==> src/rtl/soc_bus_pkg.sv <==
`default_nettype none

package soc_bus_pkg;

    typedef logic [31:0] addr_t;       // cpu byte address
    typedef logic [31:0] word_t;
    typedef logic [3:0]  be_n_t;       // active-low byte enables
    typedef logic [19:0] sram_addr_t;  // word address from byte addr [21:2]
    typedef logic [7:0]  byte_t;

    // address map with two 4 MiB rams
    localparam addr_t BASE_RAM_BASE   = 32'h8000_0000;
    localparam addr_t EXT_RAM_BASE    = 32'h8040_0000;
    localparam addr_t RAM_REGION_MASK = 32'hFFC0_0000;
    localparam addr_t UART_DATA_ADDR  = 32'hBFD0_03F8;
    localparam addr_t UART_STAT_ADDR  = 32'hBFD0_03FC;

    // status register layout
    localparam int STAT_TX_READY_BIT = 0;  // transmitter idle
    localparam int STAT_RX_AVAIL_BIT = 1;  // byte waiting in buffer

    // serial timing
    localparam int CLK_FREQ_HZ  = 50_000_000;
    localparam int BAUD_RATE    = 115_200;
    localparam int CLKS_PER_BIT = CLK_FREQ_HZ / BAUD_RATE;  // 434

    typedef logic [$clog2(CLKS_PER_BIT)-1:0] baud_cnt_t;

    // last count of a bit period, and of half a period
    localparam baud_cnt_t BIT_LAST = baud_cnt_t'(CLKS_PER_BIT - 1);
    localparam baud_cnt_t BIT_HALF = baud_cnt_t'(CLKS_PER_BIT / 2 - 1);

    // shared by receiver and transmitter
    typedef enum logic [1:0] {
        IDLE,
        START,
        DATA,
        STOP
    } uart_state_t;

endpackage

`default_nettype wire

==> src/rtl/uart_rx.sv <==
`timescale 1ns/1ns
`default_nettype none

module uart_rx (
    input  wire                 clk_i,
    input  wire                 locked_i,
    input  wire                 rxd_i,
    output soc_bus_pkg::byte_t  rx_data_o,
    output logic                rx_ready_o
);
    import soc_bus_pkg::*;

    logic [1:0]  rxd_sync_q;
    logic        rxd_s;
    uart_state_t state_q;
    baud_cnt_t   clk_cnt_q;
    logic [2:0]  bit_idx_q;
    logic        bit_end;
    logic        half_end;
    byte_t       shift_q;

    assign rxd_s    = rxd_sync_q[1];
    assign bit_end  = clk_cnt_q == BIT_LAST;
    assign half_end = clk_cnt_q == BIT_HALF;

    // two-flop synchronizer
    always_ff @(posedge clk_i or negedge locked_i) begin
        if (!locked_i) begin
            rxd_sync_q <= 2'b11;  // line idles high
        end else begin
            rxd_sync_q <= {rxd_sync_q[0], rxd_i};
        end
    end

    always_ff @(posedge clk_i or negedge locked_i) begin
        if (!locked_i) begin
            state_q    <= IDLE;
            clk_cnt_q  <= '0;
            bit_idx_q  <= '0;
            rx_ready_o <= 1'b0;
        end else begin
            rx_ready_o <= 1'b0;
            clk_cnt_q  <= clk_cnt_q + 1'b1;
            case (state_q)
                IDLE: begin
                    clk_cnt_q <= '0;
                    if (!rxd_s) state_q <= START;
                end
                START: if (half_end) begin
                    clk_cnt_q <= '0;      // later samples land mid-bit
                    bit_idx_q <= '0;
                    state_q   <= rxd_s ? IDLE : DATA;  // high again means a glitch
                end
                DATA: if (bit_end) begin
                    clk_cnt_q <= '0;
                    bit_idx_q <= bit_idx_q + 1'b1;
                    if (bit_idx_q == 3'd7) state_q <= STOP;
                end
                STOP: if (bit_end) begin
                    state_q    <= IDLE;
                    rx_ready_o <= rxd_s;  // low stop bit drops the byte
                end
                default: state_q <= IDLE;
            endcase
        end
    end

    // lsb first, so shift in from the top
    always_ff @(posedge clk_i) begin
        if (state_q == DATA && bit_end) begin
            shift_q <= {rxd_s, shift_q[7:1]};
        end
    end

    assign rx_data_o = shift_q;

endmodule

`default_nettype wire

==> src/rtl/uart_tx.sv <==
`timescale 1ns/1ns
`default_nettype none

module uart_tx (
    input  wire                      clk_i,
    input  wire                      locked_i,
    input  wire                      tx_start_i,
    input  wire soc_bus_pkg::byte_t  tx_data_i,
    output logic                     txd_o,
    output logic                     tx_busy_o
);
    import soc_bus_pkg::*;

    uart_state_t state_q;
    baud_cnt_t   clk_cnt_q;
    logic [2:0]  bit_idx_q;
    byte_t       data_q;
    logic        txd_q;
    logic        bit_end;

    assign bit_end   = clk_cnt_q == BIT_LAST;
    assign txd_o     = txd_q;
    assign tx_busy_o = state_q != IDLE;

    always_ff @(posedge clk_i) begin
        if (state_q == IDLE && tx_start_i) data_q <= tx_data_i;
    end

    always_ff @(posedge clk_i or negedge locked_i) begin
        if (!locked_i) begin
            state_q   <= IDLE;
            clk_cnt_q <= '0;
            bit_idx_q <= '0;
            txd_q     <= 1'b1;  // idle line
        end else begin
            clk_cnt_q <= bit_end ? '0 : clk_cnt_q + 1'b1;
            case (state_q)
                IDLE: begin
                    clk_cnt_q <= '0;
                    bit_idx_q <= '0;
                    if (tx_start_i) begin
                        state_q <= START;
                        txd_q   <= 1'b0;  // start bit
                    end
                end
                START: if (bit_end) begin
                    state_q <= DATA;
                    txd_q   <= data_q[0];
                end
                DATA: if (bit_end) begin
                    bit_idx_q <= bit_idx_q + 1'b1;
                    if (bit_idx_q == 3'd7) begin
                        state_q <= STOP;
                        txd_q   <= 1'b1;
                    end else begin
                        txd_q <= data_q[bit_idx_q + 3'd1];
                    end
                end
                STOP: if (bit_end) state_q <= IDLE;
                default: state_q <= IDLE;
            endcase
        end
    end

endmodule

`default_nettype wire

==> src/rtl/uart_port.sv <==
`timescale 1ns/1ns
`default_nettype none

module uart_port (
    input  wire                      clk_i,
    input  wire                      locked_i,
    input  wire                      rxd_i,
    output logic                     txd_o,
    input  wire                      uart_we_i,
    input  wire                      uart_re_i,
    input  wire soc_bus_pkg::byte_t  uart_tx_data_i,
    output logic                     uart_tx_ready_o,
    output logic                     uart_rx_avail_o,
    output soc_bus_pkg::byte_t       uart_rx_data_o
);
    import soc_bus_pkg::*;

    byte_t rx_data;
    logic  rx_ready;     // one-cycle pulse per good byte
    logic  tx_busy;
    byte_t rx_buf_q;
    logic  rx_avail_q;

    uart_rx uart_rx_inst (
        .clk_i      (clk_i),
        .locked_i   (locked_i),
        .rxd_i      (rxd_i),
        .rx_data_o  (rx_data),
        .rx_ready_o (rx_ready)
    );

    // bridge only strobes we while the transmitter is idle
    uart_tx uart_tx_inst (
        .clk_i      (clk_i),
        .locked_i   (locked_i),
        .tx_start_i (uart_we_i),
        .tx_data_i  (uart_tx_data_i),
        .txd_o      (txd_o),
        .tx_busy_o  (tx_busy)
    );

    always_ff @(posedge clk_i) begin
        if (rx_ready) rx_buf_q <= rx_data;
    end

    always_ff @(posedge clk_i or negedge locked_i) begin
        if (!locked_i) begin
            rx_avail_q <= 1'b0;
        end else if (rx_ready) begin
            rx_avail_q <= 1'b1;   // new byte beats a read in the same cycle
        end else if (uart_re_i) begin
            rx_avail_q <= 1'b0;
        end
    end

    assign uart_tx_ready_o = ~tx_busy;
    assign uart_rx_avail_o = rx_avail_q;
    assign uart_rx_data_o  = rx_buf_q;

endmodule

`default_nettype wire

==> src/rtl/bus_bridge.sv <==
`timescale 1ns/1ns
`default_nettype none

module bus_bridge (
    // fetch port
    input  wire soc_bus_pkg::addr_t      ifu_addr_i,
    output soc_bus_pkg::word_t           ifu_rdata_o,
    output logic                         ifu_resp_o,
    // load/store port
    input  wire soc_bus_pkg::addr_t      lsu_addr_i,
    input  wire soc_bus_pkg::word_t      lsu_wdata_i,
    input  wire soc_bus_pkg::be_n_t      lsu_be_n_i,
    input  wire                          lsu_re_i,
    input  wire                          lsu_we_i,
    output soc_bus_pkg::word_t           lsu_rdata_o,
    output logic                         lsu_resp_o,
    // base ram
    output soc_bus_pkg::sram_addr_t      base_ram_addr_o,
    output soc_bus_pkg::word_t           base_ram_wdata_o,
    output soc_bus_pkg::be_n_t           base_ram_be_n_o,
    output logic                         base_ram_ce_n_o,
    output logic                         base_ram_oe_n_o,
    output logic                         base_ram_we_n_o,
    input  wire soc_bus_pkg::word_t      base_ram_rdata_i,
    // ext ram
    output soc_bus_pkg::sram_addr_t      ext_ram_addr_o,
    output soc_bus_pkg::word_t           ext_ram_wdata_o,
    output soc_bus_pkg::be_n_t           ext_ram_be_n_o,
    output logic                         ext_ram_ce_n_o,
    output logic                         ext_ram_oe_n_o,
    output logic                         ext_ram_we_n_o,
    input  wire soc_bus_pkg::word_t      ext_ram_rdata_i,
    // uart side
    input  wire                          uart_tx_ready_i,
    input  wire                          uart_rx_avail_i,
    input  wire soc_bus_pkg::byte_t      uart_rx_data_i,
    output logic                         uart_we_o,
    output logic                         uart_re_o,
    output soc_bus_pkg::byte_t           uart_tx_data_o
);
    import soc_bus_pkg::*;

    logic  lsu_req;
    logic  sel_base;
    logic  sel_ext;
    logic  sel_udata;
    logic  sel_ustat;
    logic  lsu_on_base;   // lsu owns base ram this cycle
    logic  tx_stall;
    word_t stat_word;

    assign lsu_req   = lsu_re_i | lsu_we_i;
    assign sel_base  = (lsu_addr_i & RAM_REGION_MASK) == BASE_RAM_BASE;
    assign sel_ext   = (lsu_addr_i & RAM_REGION_MASK) == EXT_RAM_BASE;
    assign sel_udata = lsu_addr_i == UART_DATA_ADDR;
    assign sel_ustat = lsu_addr_i == UART_STAT_ADDR;

    assign lsu_on_base = sel_base & lsu_req;

    // lsu wins base ram over fetch
    assign base_ram_addr_o  = lsu_on_base ? lsu_addr_i[21:2] : ifu_addr_i[21:2];
    assign base_ram_wdata_o = lsu_wdata_i;
    assign base_ram_be_n_o  = lsu_on_base ? lsu_be_n_i : 4'b0000;
    assign base_ram_ce_n_o  = 1'b0;                       // always serving someone
    assign base_ram_oe_n_o  = lsu_on_base & lsu_we_i;
    assign base_ram_we_n_o  = ~(lsu_on_base & lsu_we_i);

    assign ifu_rdata_o = base_ram_rdata_i;
    assign ifu_resp_o  = ~lsu_on_base;  // fetch stalls behind lsu

    // ext ram serves lsu only
    assign ext_ram_addr_o  = lsu_addr_i[21:2];
    assign ext_ram_wdata_o = lsu_wdata_i;
    assign ext_ram_be_n_o  = lsu_be_n_i;
    assign ext_ram_ce_n_o  = ~(sel_ext & lsu_req);
    assign ext_ram_oe_n_o  = ~(sel_ext & lsu_re_i);
    assign ext_ram_we_n_o  = ~(sel_ext & lsu_we_i);

    always_comb begin
        stat_word = '0;
        stat_word[STAT_TX_READY_BIT] = uart_tx_ready_i;
        stat_word[STAT_RX_AVAIL_BIT] = uart_rx_avail_i;
    end

    always_comb begin
        if (sel_base) begin
            lsu_rdata_o = base_ram_rdata_i;
        end else if (sel_ext) begin
            lsu_rdata_o = ext_ram_rdata_i;
        end else if (sel_udata) begin
            lsu_rdata_o = {24'd0, uart_rx_data_i};
        end else if (sel_ustat) begin
            lsu_rdata_o = stat_word;
        end else begin
            lsu_rdata_o = '0;  // unmapped
        end
    end

    // a data write waits for the transmitter to go idle
    assign tx_stall   = sel_udata & lsu_we_i & ~uart_tx_ready_i;
    assign lsu_resp_o = lsu_req & ~tx_stall;

    assign uart_we_o      = sel_udata & lsu_we_i & uart_tx_ready_i;
    assign uart_re_o      = sel_udata & lsu_re_i;
    assign uart_tx_data_o = lsu_wdata_i[7:0];

endmodule

`default_nettype wire

==> src/rtl/soc_bus_top.sv <==
`timescale 1ns/1ns
`default_nettype none

module soc_bus_top (
    input  wire                          clk_i,
    input  wire                          locked_i,
    // fetch port
    input  wire soc_bus_pkg::addr_t      ifu_addr_i,
    output wire soc_bus_pkg::word_t      ifu_rdata_o,
    output wire                          ifu_resp_o,
    // load/store port
    input  wire soc_bus_pkg::addr_t      lsu_addr_i,
    input  wire soc_bus_pkg::word_t      lsu_wdata_i,
    input  wire soc_bus_pkg::be_n_t      lsu_be_n_i,
    input  wire                          lsu_re_i,
    input  wire                          lsu_we_i,
    output wire soc_bus_pkg::word_t      lsu_rdata_o,
    output wire                          lsu_resp_o,
    // base ram
    output wire soc_bus_pkg::sram_addr_t base_ram_addr_o,
    output wire soc_bus_pkg::word_t      base_ram_wdata_o,
    output wire soc_bus_pkg::be_n_t      base_ram_be_n_o,
    output wire                          base_ram_ce_n_o,
    output wire                          base_ram_oe_n_o,
    output wire                          base_ram_we_n_o,
    input  wire soc_bus_pkg::word_t      base_ram_rdata_i,
    // ext ram
    output wire soc_bus_pkg::sram_addr_t ext_ram_addr_o,
    output wire soc_bus_pkg::word_t      ext_ram_wdata_o,
    output wire soc_bus_pkg::be_n_t      ext_ram_be_n_o,
    output wire                          ext_ram_ce_n_o,
    output wire                          ext_ram_oe_n_o,
    output wire                          ext_ram_we_n_o,
    input  wire soc_bus_pkg::word_t      ext_ram_rdata_i,
    // serial
    input  wire                          rxd_i,
    output wire                          txd_o
);
    import soc_bus_pkg::*;

    wire        uart_tx_ready;
    wire        uart_rx_avail;
    byte_t      uart_rx_data;
    wire        uart_we;         // data register write completes
    wire        uart_re;         // data register read completes
    byte_t      uart_tx_data;

    bus_bridge bus_bridge_inst (
        .ifu_addr_i       (ifu_addr_i),
        .ifu_rdata_o      (ifu_rdata_o),
        .ifu_resp_o       (ifu_resp_o),
        .lsu_addr_i       (lsu_addr_i),
        .lsu_wdata_i      (lsu_wdata_i),
        .lsu_be_n_i       (lsu_be_n_i),
        .lsu_re_i         (lsu_re_i),
        .lsu_we_i         (lsu_we_i),
        .lsu_rdata_o      (lsu_rdata_o),
        .lsu_resp_o       (lsu_resp_o),
        .base_ram_addr_o  (base_ram_addr_o),
        .base_ram_wdata_o (base_ram_wdata_o),
        .base_ram_be_n_o  (base_ram_be_n_o),
        .base_ram_ce_n_o  (base_ram_ce_n_o),
        .base_ram_oe_n_o  (base_ram_oe_n_o),
        .base_ram_we_n_o  (base_ram_we_n_o),
        .base_ram_rdata_i (base_ram_rdata_i),
        .ext_ram_addr_o   (ext_ram_addr_o),
        .ext_ram_wdata_o  (ext_ram_wdata_o),
        .ext_ram_be_n_o   (ext_ram_be_n_o),
        .ext_ram_ce_n_o   (ext_ram_ce_n_o),
        .ext_ram_oe_n_o   (ext_ram_oe_n_o),
        .ext_ram_we_n_o   (ext_ram_we_n_o),
        .ext_ram_rdata_i  (ext_ram_rdata_i),
        .uart_tx_ready_i  (uart_tx_ready),
        .uart_rx_avail_i  (uart_rx_avail),
        .uart_rx_data_i   (uart_rx_data),
        .uart_we_o        (uart_we),
        .uart_re_o        (uart_re),
        .uart_tx_data_o   (uart_tx_data)
    );

    uart_port uart_port_inst (
        .clk_i           (clk_i),
        .locked_i        (locked_i),
        .rxd_i           (rxd_i),
        .txd_o           (txd_o),
        .uart_we_i       (uart_we),
        .uart_re_i       (uart_re),
        .uart_tx_data_i  (uart_tx_data),
        .uart_tx_ready_o (uart_tx_ready),
        .uart_rx_avail_o (uart_rx_avail),
        .uart_rx_data_o  (uart_rx_data)
    );

endmodule

`default_nettype wire

==> config.mk <==
export PLATFORM = sky130hd
export DESIGN_NAME = soc_bus_top
export DESIGN_NICKNAME = d
export VERILOG_FILES = /design/src/rtl/soc_bus_pkg.sv /design/src/rtl/uart_rx.sv /design/src/rtl/uart_tx.sv /design/src/rtl/uart_port.sv /design/src/rtl/bus_bridge.sv /design/src/rtl/soc_bus_top.sv
export SDC_FILE = /design/constraint.sdc
export NUM_CORES = 1
export LEC_CHECK = 0
export BUFFER_PORTS_ARGS = -buffer_cell sky130_fd_sc_hd__buf_2
export CAP_MARGIN = 20
export CORE_AREA = 2 2 138 140
export CTS_CLUSTER_DIAMETER = 200
export CTS_CLUSTER_SIZE = 30
export DETAILED_ROUTE_END_ITERATION = 6
export DIE_AREA = 0 0 140 142
export PLACE_DENSITY_LB_ADDON = 0.2
export SYNTH_ARGS = -nofsm -noshare
export SYNTH_HDL_FRONTEND = slang
export SYNTH_SLANG_ARGS = --single-unit
==> constraint.sdc <==
create_clock -name clk_i -period 4.72 [get_ports clk_i]
set_input_delay 0.472 -clock clk_i [delete_from_list [all_inputs] [get_ports clk_i]]
set_output_delay 0.472 -clock clk_i [all_outputs]
set_load 0.05 [all_outputs]
# == Word-level counts from Yosys, hierarchy flattened ==
# Cells that the tools add are included.
# op_classes
n_addsub,4
order_cmp,1
eq_ne,25
muxes,40
bitwise_logic,18
n_reduce_logical,14
# ops
op,count
$mux W32,3
$eq A32 B32 Y1 const B,2
$mux W9,4
$pmux W9 S3,1
$mux W2,12
$eq A10 B10 Y1 const B,2
$mux W20,1
$ne A2 B2 Y1 const B,10
$add A9 B1 Y9 const B,2
$eq A9 B9 Y1 const B,2
$pmux W2 S4,2
$pmux W3 S2,2
$and A1 B1 Y1,10
$reduce_and A5 Y1,2
$eq A9 B8 Y1 const B,1
$mux W1,9
$mux W3,3
$eq A2 B2 Y1 const B,4
$reduce_bool A2 Y1,4
$not A1 Y1,7
$add A3 B1 Y3 const B,2
$eq A3 B3 Y1 const B,2
$eq A2 B1 Y1 const B,2
$logic_not A2 Y1,2
10 further kinds,11
# totals
register_bits,57
inputBits,169
output_inout_bits,185
elab_cells,115

# == Logic depth before layout (Yosys ltp) ==
# Gate-level depths: netlist of the first run.
# logic_depth
ltp_word,6
ltp_mapped,8
mapped_depth_nobuf,7

# == Modules after synthesis ==
# From an unflattened synthesis of the first run, not the netlist that was laid out.
# hier_totals
hier_cells,447
hier_area_um2,4614.4
# modules_own_cells
mod,instances,cells_each,area_each_um2,seq_area_each_um2
bus_bridge,1,242,1953.1,0.0
uart_tx,1,99,1221.2,616.8
uart_rx,1,94,1159.9,668.1
uart_port,1,12,280.3,265.3

# == Least setup slack after synthesis of the first run ==
# No wires, ideal clock.
# synth_timing
path_kind,input-to-output
from,in lsu_addr_i[0]
to,out lsu_rdata_o[2]
arrival_time_ps,2636
required_time_ps,4248
path_slack_ps,1612
stages,5
path_buffers,0
path_cell_list,nand4b_1 -> nor4_1 -> nand2_1 -> or2_2 -> o21ai_0
# synth_via
elab_chain_len,4
# synth_rtl
item,line,text
start: declaration,soc_bus_top.sv:12,"input wire soc_bus_pkg::addr_t lsu_addr_i,"
$eq A32 B32 Y1,bus_bridge.sv:55,assign sel_udata = lsu_addr_i == UART_DATA_ADDR;
$mux W32,bus_bridge.sv:90,end else if (sel_udata) begin
$mux W32,bus_bridge.sv:88,end else if (sel_ext) begin
$mux W32,bus_bridge.sv:86,if (sel_base) begin
end: declaration,soc_bus_top.sv:17,"output wire soc_bus_pkg::word_t lsu_rdata_o,"
# No other way between the ends.

# == Worst setup path after layout of the first run ==
# layout_timing
from,in lsu_addr_i[7]
to,out lsu_rdata_o[4]
# The elaborated chain is that of the path after synthesis.

==> summary.md, run 1 <==
| Metric | Value |
|---|---|
| Place WS | about 1500 ps |
| Clock root buffer master | clkbuf_16 |
| Worst EP required | between 4000 and 5000 ps |
| Hold WS | roughly 230 ps |
| Setup TNS | 0 ps |
| Worst Tran Pin Value | between 900 and 1000 ps |
| P_sw | 0.449 mW |
| Failing checks | DRC |
| Post-DR vias/cell | around 4.4 |
| Largest net degree at the start of global routing | 38 |
| CTS Buffer Depth | 2 |
| Crit path capture | lsu_rdata_o[4] |
| Most Used Layer, Global Route | met2 |
| First-pass GRT wire length | 23,800 um |
| Met2 Resource Use GR | between 20% and 30% |
| Wire length per cell | about 20 um |
| Share of layout cells above drive strength 1 | 53.7% |
| Post-Layout Cell Count | 826 |
| Die ar. | a little under 20,000 um2 |
| Diodes inserted | 0 |
| Overflow after GRT | 0 |
| Count of unique library cells instantiated by Yosys | 50 |
| EDFF count, synth | 24 |
| Async SR Flop Fraction | between 50% and 60% |
| Placer Congestion | approximately 0.9 |
| Logic pwr share | between 10% and 20% |
| Synth Register Bits | 57 |
| Net count reported at finish | 770 |
| P_int | ~1.1 mW |
| Sequential cell area | between 1500 and 2000 um2 |
| Count of final max-slew check failures | 0 |
| Startpoint Class | input pin |
| # IOs | 354 |
| Max Cap Viol | 0 |
| H-tree Lvls | 3 |
| CTS clk-pin slew, worst paths | 50 ps |
| Crit-path max FO | 6 |
| Leakage power | 2.66 nW |
| Largest cells by area after synthesis | buf_4 21%, dfrtp_1 18%, edfxtp_1 17% |
| Share of the synthesized area in the top cell type | between 20 and 25% |
| DRC violations left | 26 |
| GR Layer Usage met3 | about 4.2% |
| Multi-input logic area | between 1500 and 2000 um2 |
| R2R Setup Slk | ~2300 ps |
| Hold Buf Count CTS | 0 |
| CTS buffer count | 9 |
| Global-route usage over all layers | roughly 16% |
| Clk Latency, worst-skew pair | around 320 ps |
| Worst reg2reg path depth | 7 |
| Max Freq | around 300 MHz |
| Ys flop type | dfrtp_1 |
| PnR worst setup slack | around 1400 ps |
| DR pass1 iterations | 7 |
| Clock sinks | 57 |
| Switching share of power | between 20% and 30% |
| Final worst path period need | 3290 ps |
| Worst EP arrival | around 2800 ps |
| Slew HR | between 30% and 40% |
| PwrDens | about 290 nW/um2 |
| Share of power burned in registers | 33.3% |
| DP Wirelength | 14,500 um |
| Final period util | about 70% |
| Mean post-synth cell area | 9.65 um2 |
| Largest area contributor in the netlist | buf_4 |
| Dpl cell area | roughly 5000 um2 |
| Design area | roughly 5300 um2 |
| Total power | 1.56 mW |
| CTS tree | built |
| R2r startpoint | uart_port_inst.uart_tx_inst.clk_cnt_q[1]$_DFF_PN0_ |
| Syn nets | around 630 |
| Antenna violations before repair | 0 |
| Total number of yosys warnings | 0 |
| Gate Count Post-Synth | approximately 440 |
| Vias in the first global route | around 3.7k |
| Fin util | roughly 29% |
| Number of core rows | 50 |
| VDD IR max | roughly 0.18 mV |
| Final WL | between 15,000 and 20,000 um |
| Hold Path Class | input pin to asynchronous set/reset pin |
| Part of the Yosys area used for sequential elements | 36.2% |
| Kind of end point of the critical path | primary output |
| Antenna Nets Post-Route | 0 |
| Crit path launch | lsu_addr_i[7] |
| Clock network power share | between 40% and 50% |
| RSZ-0062 raised after global routing | no |
| Initial Utilization | 23.2% |
| Critical path class | input pin to primary output |
| Die height | between 100 and 150 um |
| Status | finished with violations |
| Layout filler cell count | slightly below 2k |
| Endpoints failing hold | 0 |
| Core area | 18,500 um2 |
| Die width | 140 um |
| Gates resized, CTS repair | 0 |
| Final Setup Violations | 0 |
| RR Endpoint | uart_port_inst.uart_tx_inst.state_q[1]$_DFFE_PN0P_ |
| Met1 Usage GRT | between 20 and 25% |
| First DRT Iteration DRCs | 197 |
| Clock skew | ~8 ps |
| Vias | about 3.7k |
| Setup Fix Bufs, Post-CTS | 0 |
| Cell count after placement | a little over 800 |
| Number of port buffers | 268 |
| Syn-to-layout area delta | 23.9% |
| Synthesized area | 4280 um2 |
final cells by class:
class | instances | area share [%]
Clock buffer | 9 | 4.25
Inverter | 20 | 1.42
Timing Repair Buffer | 270 | 25.6
Multi-Input combinational cell | 229 | 31.7
Clock inverter | 7 | 2.24
Tap cell | 234 | 5.53
Sequential cell | 57 | 29.3
synthesized netlist by cell type, types with 7 or more instances:
cell type	count
clkbuf_1	12
mux2_2	21
buf_4	122
a22o_1	26
nand3_1	7
nor2_1	33
dfrtp_1	30
xnor2_1	8
edfxtp_1	24
nand2_1	29
o21ai_0	17
inv_1	20
ha_1	14
worst max-delay path: stages:
cell and delay [ps]:
buf_2 110, nand4_1 190, nor4_1 700, nand2_1 330, or2_2 430, o21ai_0 260, buf_2 330
worst min-delay path by stage:
stage	slack, ps	to	startpoint	cells past startpoint
floorplan	180	asynchronous set/reset pin	locked_i	0
global placement	350	uart_port_inst.uart_rx_inst.rxd_sync_q[1]$_DFF_PN1_	uart_port_inst.uart_rx_inst.rxd_sync_q[0]$_DFF_PN1_	0
detailed placement	350	uart_port_inst.uart_rx_inst.rxd_sync_q[1]$_DFF_PN1_	uart_port_inst.uart_rx_inst.rxd_sync_q[0]$_DFF_PN1_	0
CTS	250	uart_port_inst.uart_rx_inst.clk_cnt_q[2]$_DFF_PN0_	locked_i	1
global route	250	uart_port_inst.uart_rx_inst.rxd_sync_q[0]$_DFF_PN1_	rxd_i	1
finish	230	uart_port_inst.uart_rx_inst.clk_cnt_q[2]$_DFF_PN0_	locked_i	1
per-layer routing:
metal | up-vias | share of wire [%] | routed length (um)
met4 | 0 | 1.6 | 276
met1 | 1775 | 46 | 7810
met2 | 158 | 45 | 7680
met3 | 21 | 6.9 | 1170
met5 | - | 0 | 0
li1 | 1715 | - | -
power by group through the flow:
stage | registers, mW | clock network, mW | logic [mW]
2_1_floorplan | 0.527 | 0 | 0.328
4_1_cts | 0.518 | 0.755 | 0.308
3_3_place_gp | 0.527 | 0 | 0.306
3_5_place_dp | 0.527 | 0 | 0.307
6_report | 0.518 | 0.734 | 0.306
5_1_grt | 0.518 | 0.777 | 0.317
cells in the final DEF, fill, tap and decap left out, types with 3 or more instances in the layout:
cell	n
nor4_1	4
and3_1	6
dfrtp_1	30
buf_2	268
xor2_1	5
nor2_1	31
mux2_2	21
ha_1	14
xnor2_1	8
inv_1	20
edfxtp_1	24
o21ai_0	17
dfstp_2	3
a22oi_1	6
mux2i_1	6
nand3_1	7
a22o_1	26
nor3_1	6
nand4b_1	4
bufinv_16	3
nand2_1	29
clkbuf_16	9
or3_1	3
sequential cells by signal, summed over array words and instances (netlist names), named ones only:
name	cells
uart_port_inst.uart_rx_avail_o	1
uart_port_inst.uart_rx_data_o	8
uart_port_inst.uart_rx_inst.bit_idx_q	3
uart_port_inst.uart_rx_inst.clk_cnt_q	9
uart_port_inst.uart_rx_inst.rx_data_o	8
uart_port_inst.uart_rx_inst.rx_ready_o	1
uart_port_inst.uart_rx_inst.rxd_sync_q	2
uart_port_inst.uart_rx_inst.state_q	1
uart_port_inst.uart_tx_inst.bit_idx_q	3
uart_port_inst.uart_tx_inst.clk_cnt_q	9
uart_port_inst.uart_tx_inst.data_q	8
uart_port_inst.uart_tx_inst.state_q	2
uart_port_inst.uart_tx_inst.txd_o	1
kinds of logic (layout without fill, tap and decap cells):
kind of cell	count (synthesis)	after routing	synth area share, %
compound gates	66	66	11.6
xor+xnor	13	13	2.66
fa+ha+maj	14	14	4.10
buf+inv	157	306	24.7
flops	57	57	36.2
mux	29	29	7.99
other cells	1	1	0.0877
simple gates	106	106	12.6
Note: power is estimated with default switching activity, not from simulation.
==> run 2, diff against run 1 <==
==> constraint.sdc (replaced) <==
create_clock -name clk_i -period 3.25 [get_ports clk_i]
set_input_delay 0.325 -clock clk_i [delete_from_list [all_inputs] [get_ports clk_i]]
set_output_delay 0.325 -clock clk_i [all_outputs]
set_load 0.05 [all_outputs]
==> run 2 against run 1 <==
  * Clock-buffer cell count did not move
  * Largest cell class unchanged
  * The flow still finishes with violations (DRC)
  * Non-clock buffer count rose by 4
  * Wire length rose by 0.24%
==> summary.md, run 2 (synthesis gave the netlist of run 1 again) <==
| Metric | Value |
|---|---|
| Final WL | 17,000 um (was 16,900 um) |
| DR pass1 iterations | 7 (unchanged) |
| Most frequent cells in the layout | 268 x buf_2, 31 x nor2_1, 30 x dfrtp_1, 29 x nand2_1, 26 x a22o_1 (unchanged) |
| Final Setup Violations | 0 (unchanged) |
| Crit path launch | lsu_addr_i[11] (was lsu_addr_i[7]) |
| Clock skew | 3.71 ps (was 7.97 ps) |
| Status | finished with violations (unchanged) |
| Vias in the first global route | 3,713 (was 3,679) |
| Worst Tran Pin Value | 753 ps (was 986 ps) |
| Slew HR | 49.8% (was 33.7%) |
| Setup TNS | 0 ps (unchanged) |
| Core area | 18,500 um2 (unchanged) |
| Kind of end point of the critical path | primary output (unchanged) |
| Layout filler cell count | 1,966 (was 1,982) |
| Diodes inserted | 0 (unchanged) |
| Hold Path Class | input pin to asynchronous set/reset pin (unchanged) |
| Critical path's slowest cell | nor4b_1 (was nor4_1) |
| Final period util | 83.5% |
| PwrDens | 403 nW/um2 (was 294 nW/um2) |
| Global-route usage over all layers | 16.3% (was 16.1%) |
| Worst EP required | 2920 ps (was 4250 ps) |
| Post-DR vias/cell | 4.44 (about the same) |
| Crit path capture | lsu_rdata_o[4] (unchanged) |
| RR Endpoint | uart_port_inst.uart_rx_inst.rx_data_o[0]$_DFFE_PP_ (was uart_port_inst.uart_tx_inst.state_q[1]$_DFFE_PN0P_) |
| Antenna Nets Post-Route | 0 (unchanged) |
| Top Registers | uart_port_inst.uart_rx_inst.clk_cnt_q x9, uart_port_inst.uart_tx_inst.clk_cnt_q x9 (unchanged) |
| Net count reported at finish | 774 (was 770) |
| Wire length per cell | 20.5 um (about the same) |
| Setup Fix Bufs, Post-CTS | 0 (unchanged) |
| Final worst path period need | 2710 ps |
| Largest net degree at the start of global routing | 38 (unchanged) |
| Max Freq | about 370 MHz |
| Most used cell, CP | buf_2 (unchanged) |
| Initial Utilization | 23.2% (unchanged) |
| Number of core rows | 50 (unchanged) |
| Commonest non-fill, non-tap cell in the layout | buf_2 (unchanged) |
| CTS tree | built (unchanged) |
| Syn-to-layout area delta | 23.9% (about the same) |
| Vias | 3,689 (was 3,669) |
| Worst EP arrival | 2390 ps (was 2820 ps) |
| Clock root buffer master | clkbuf_16 (unchanged) |
| Antenna violations before repair | 0 (unchanged) |
| Crit-path max FO | 6 (unchanged) |
| First DRT Iteration DRCs | 195 (was 197) |
| Failing checks | DRC (unchanged) |
| Leakage power | 2.66 nW (about the same) |
| # IOs | 354 (unchanged) |
| Hold Buf Count CTS | 0 (unchanged) |
| RSZ-0062 raised after global routing | no (unchanged) |
| VDD IR max | 0.322 mV (was 0.177 mV) |
| CTS clk-pin slew, worst paths | 60 ps (was 50 ps) |
| R2R Setup Slk | 880 ps (was 2320 ps) |
| Hold WS | 71.8 ps (was 230 ps) |
| Number of port buffers | 268 (unchanged) |
| Clk Latency, worst-skew pair | 320 ps (about the same) |
| Clock sinks | 57 (unchanged) |
| DRC violations left | 25 (was 26) |
| Max incr delay on CP | 500 ps (was 700 ps) |
| Endpoints failing hold | 0 (unchanged) |
| R2r startpoint | uart_port_inst.uart_rx_inst.clk_cnt_q[3]$_DFF_PN0_ (was uart_port_inst.uart_tx_inst.clk_cnt_q[1]$_DFF_PN0_) |
| Worst reg2reg path depth | 3 (was 7) |
| Die ar. | 19,900 um2 (unchanged) |
| CTS Buffer Depth | 2 (unchanged) |
| Die height | 142 um (unchanged) |
| Cell Chain, Critical Path | buf_2 -> nor4b_1 -> and4_1 -> nand2_1 -> or2_2 -> o21ai_0 -> buf_2 (was buf_2 -> nand4_1 -> nor4_1 -> nand2_1 -> or2_2 -> o21ai_0 -> buf_2) |
| Critical path class | input pin to primary output (unchanged) |
| Overflow after GRT | 0 (unchanged) |
| Startpoint Class | input pin (unchanged) |
| First-pass GRT wire length | 24,100 um (was 23,800 um) |
| Die width | 140 um (unchanged) |
| DP Wirelength | 14,400 um (was 14,500 um) |
| H-tree Lvls | 3 (unchanged) |
| Count of final max-slew check failures | 0 (unchanged) |
| Placer Congestion | 0.899 (was 0.898) |
| Max Cap Viol | 0 (unchanged) |
| Gates resized, CTS repair | 0 (unchanged) |
| Share of layout cells above drive strength 1 | 54.2% (was 53.7%) |
| CTS buffer count | 9 (unchanged) |
[run 2: cell types whose count changed in the layout (fill, tap and decap cells not counted), sizes merged]
cell      change
clkinvlp      +2
clkinv        -2
buf           +4
bufinv        -2
inv           +2
[run 2: worst min-delay path by stage]
stage                                                                    from                                                  end  slack [ps]  depth (start not counted)
after global placement    uart_port_inst.uart_rx_inst.rxd_sync_q[0]$_DFF_PN1_  uart_port_inst.uart_rx_inst.rxd_sync_q[1]$_DFF_PN1_         350                          0
after floorplan                                                      locked_i                           asynchronous set/reset pin          30                          0
after CTS                                                               rxd_i  uart_port_inst.uart_rx_inst.rxd_sync_q[0]$_DFF_PN1_          80                          1
after global routing                                                    rxd_i  uart_port_inst.uart_rx_inst.rxd_sync_q[0]$_DFF_PN1_          90                          1
after detailed placement  uart_port_inst.uart_rx_inst.rxd_sync_q[0]$_DFF_PN1_  uart_port_inst.uart_rx_inst.rxd_sync_q[1]$_DFF_PN1_         350                          0
final                                                                locked_i   uart_port_inst.uart_rx_inst.clk_cnt_q[4]$_DFF_PN0_          70                          1
[run 2: through the flow]
step                worst slack [ps]  instance area, um2  utilization, %  cells  power (mW)
floorplan                        436                4280               -    443        1.24
global placement                 617                5000            27.1    814        1.21
detailed placement               638                5000            27.1    814        1.21
CTS                              618                5300            28.7    830        2.17
global route                     459                5300            28.7    830        2.22
finish                           536                5300            28.7    830        2.14
[run 2: layer usage]
layer | vias up | track usage (%) | share of wire [%]
li1 | 1722 | - | -
met1 | 1780 | 22.7 | 45
met2 | 172 | 24.9 | 46
met3 | 15 | 5.18 | 8.0
met4 | 0 | 3.24 | 1.1
met5 | - | 0 | 0
[run 2: worst max-delay path, delay by kind of cell]
family,cells,cell delay [ps]
buffers and inverters,2,460
AOI/OAI and AO/OA,1,290
and+or+nand+nor,4,1310
[run 2: area by class of cell]
class / count / area [um2] / share of cell area [%]
inverters: 20 / 75.1 / 1.42
repair buffers: 274 / 1400 / 26.4
clock inverters: 7 / 78.8 / 1.49
well taps: 234 / 293 / 5.52
multi-input cells: 229 / 1680 / 31.7
flip-flops and latches: 57 / 1550 / 29.2
clock buffers: 9 / 225 / 4.25
[run 2: report_power, final]
part / switching, mW / internal (mW)
logic: 0.331 / 0.112
clock network: 0.343 / 0.599
registers: 0.00101 / 0.751
total: 0.676 / 1.46
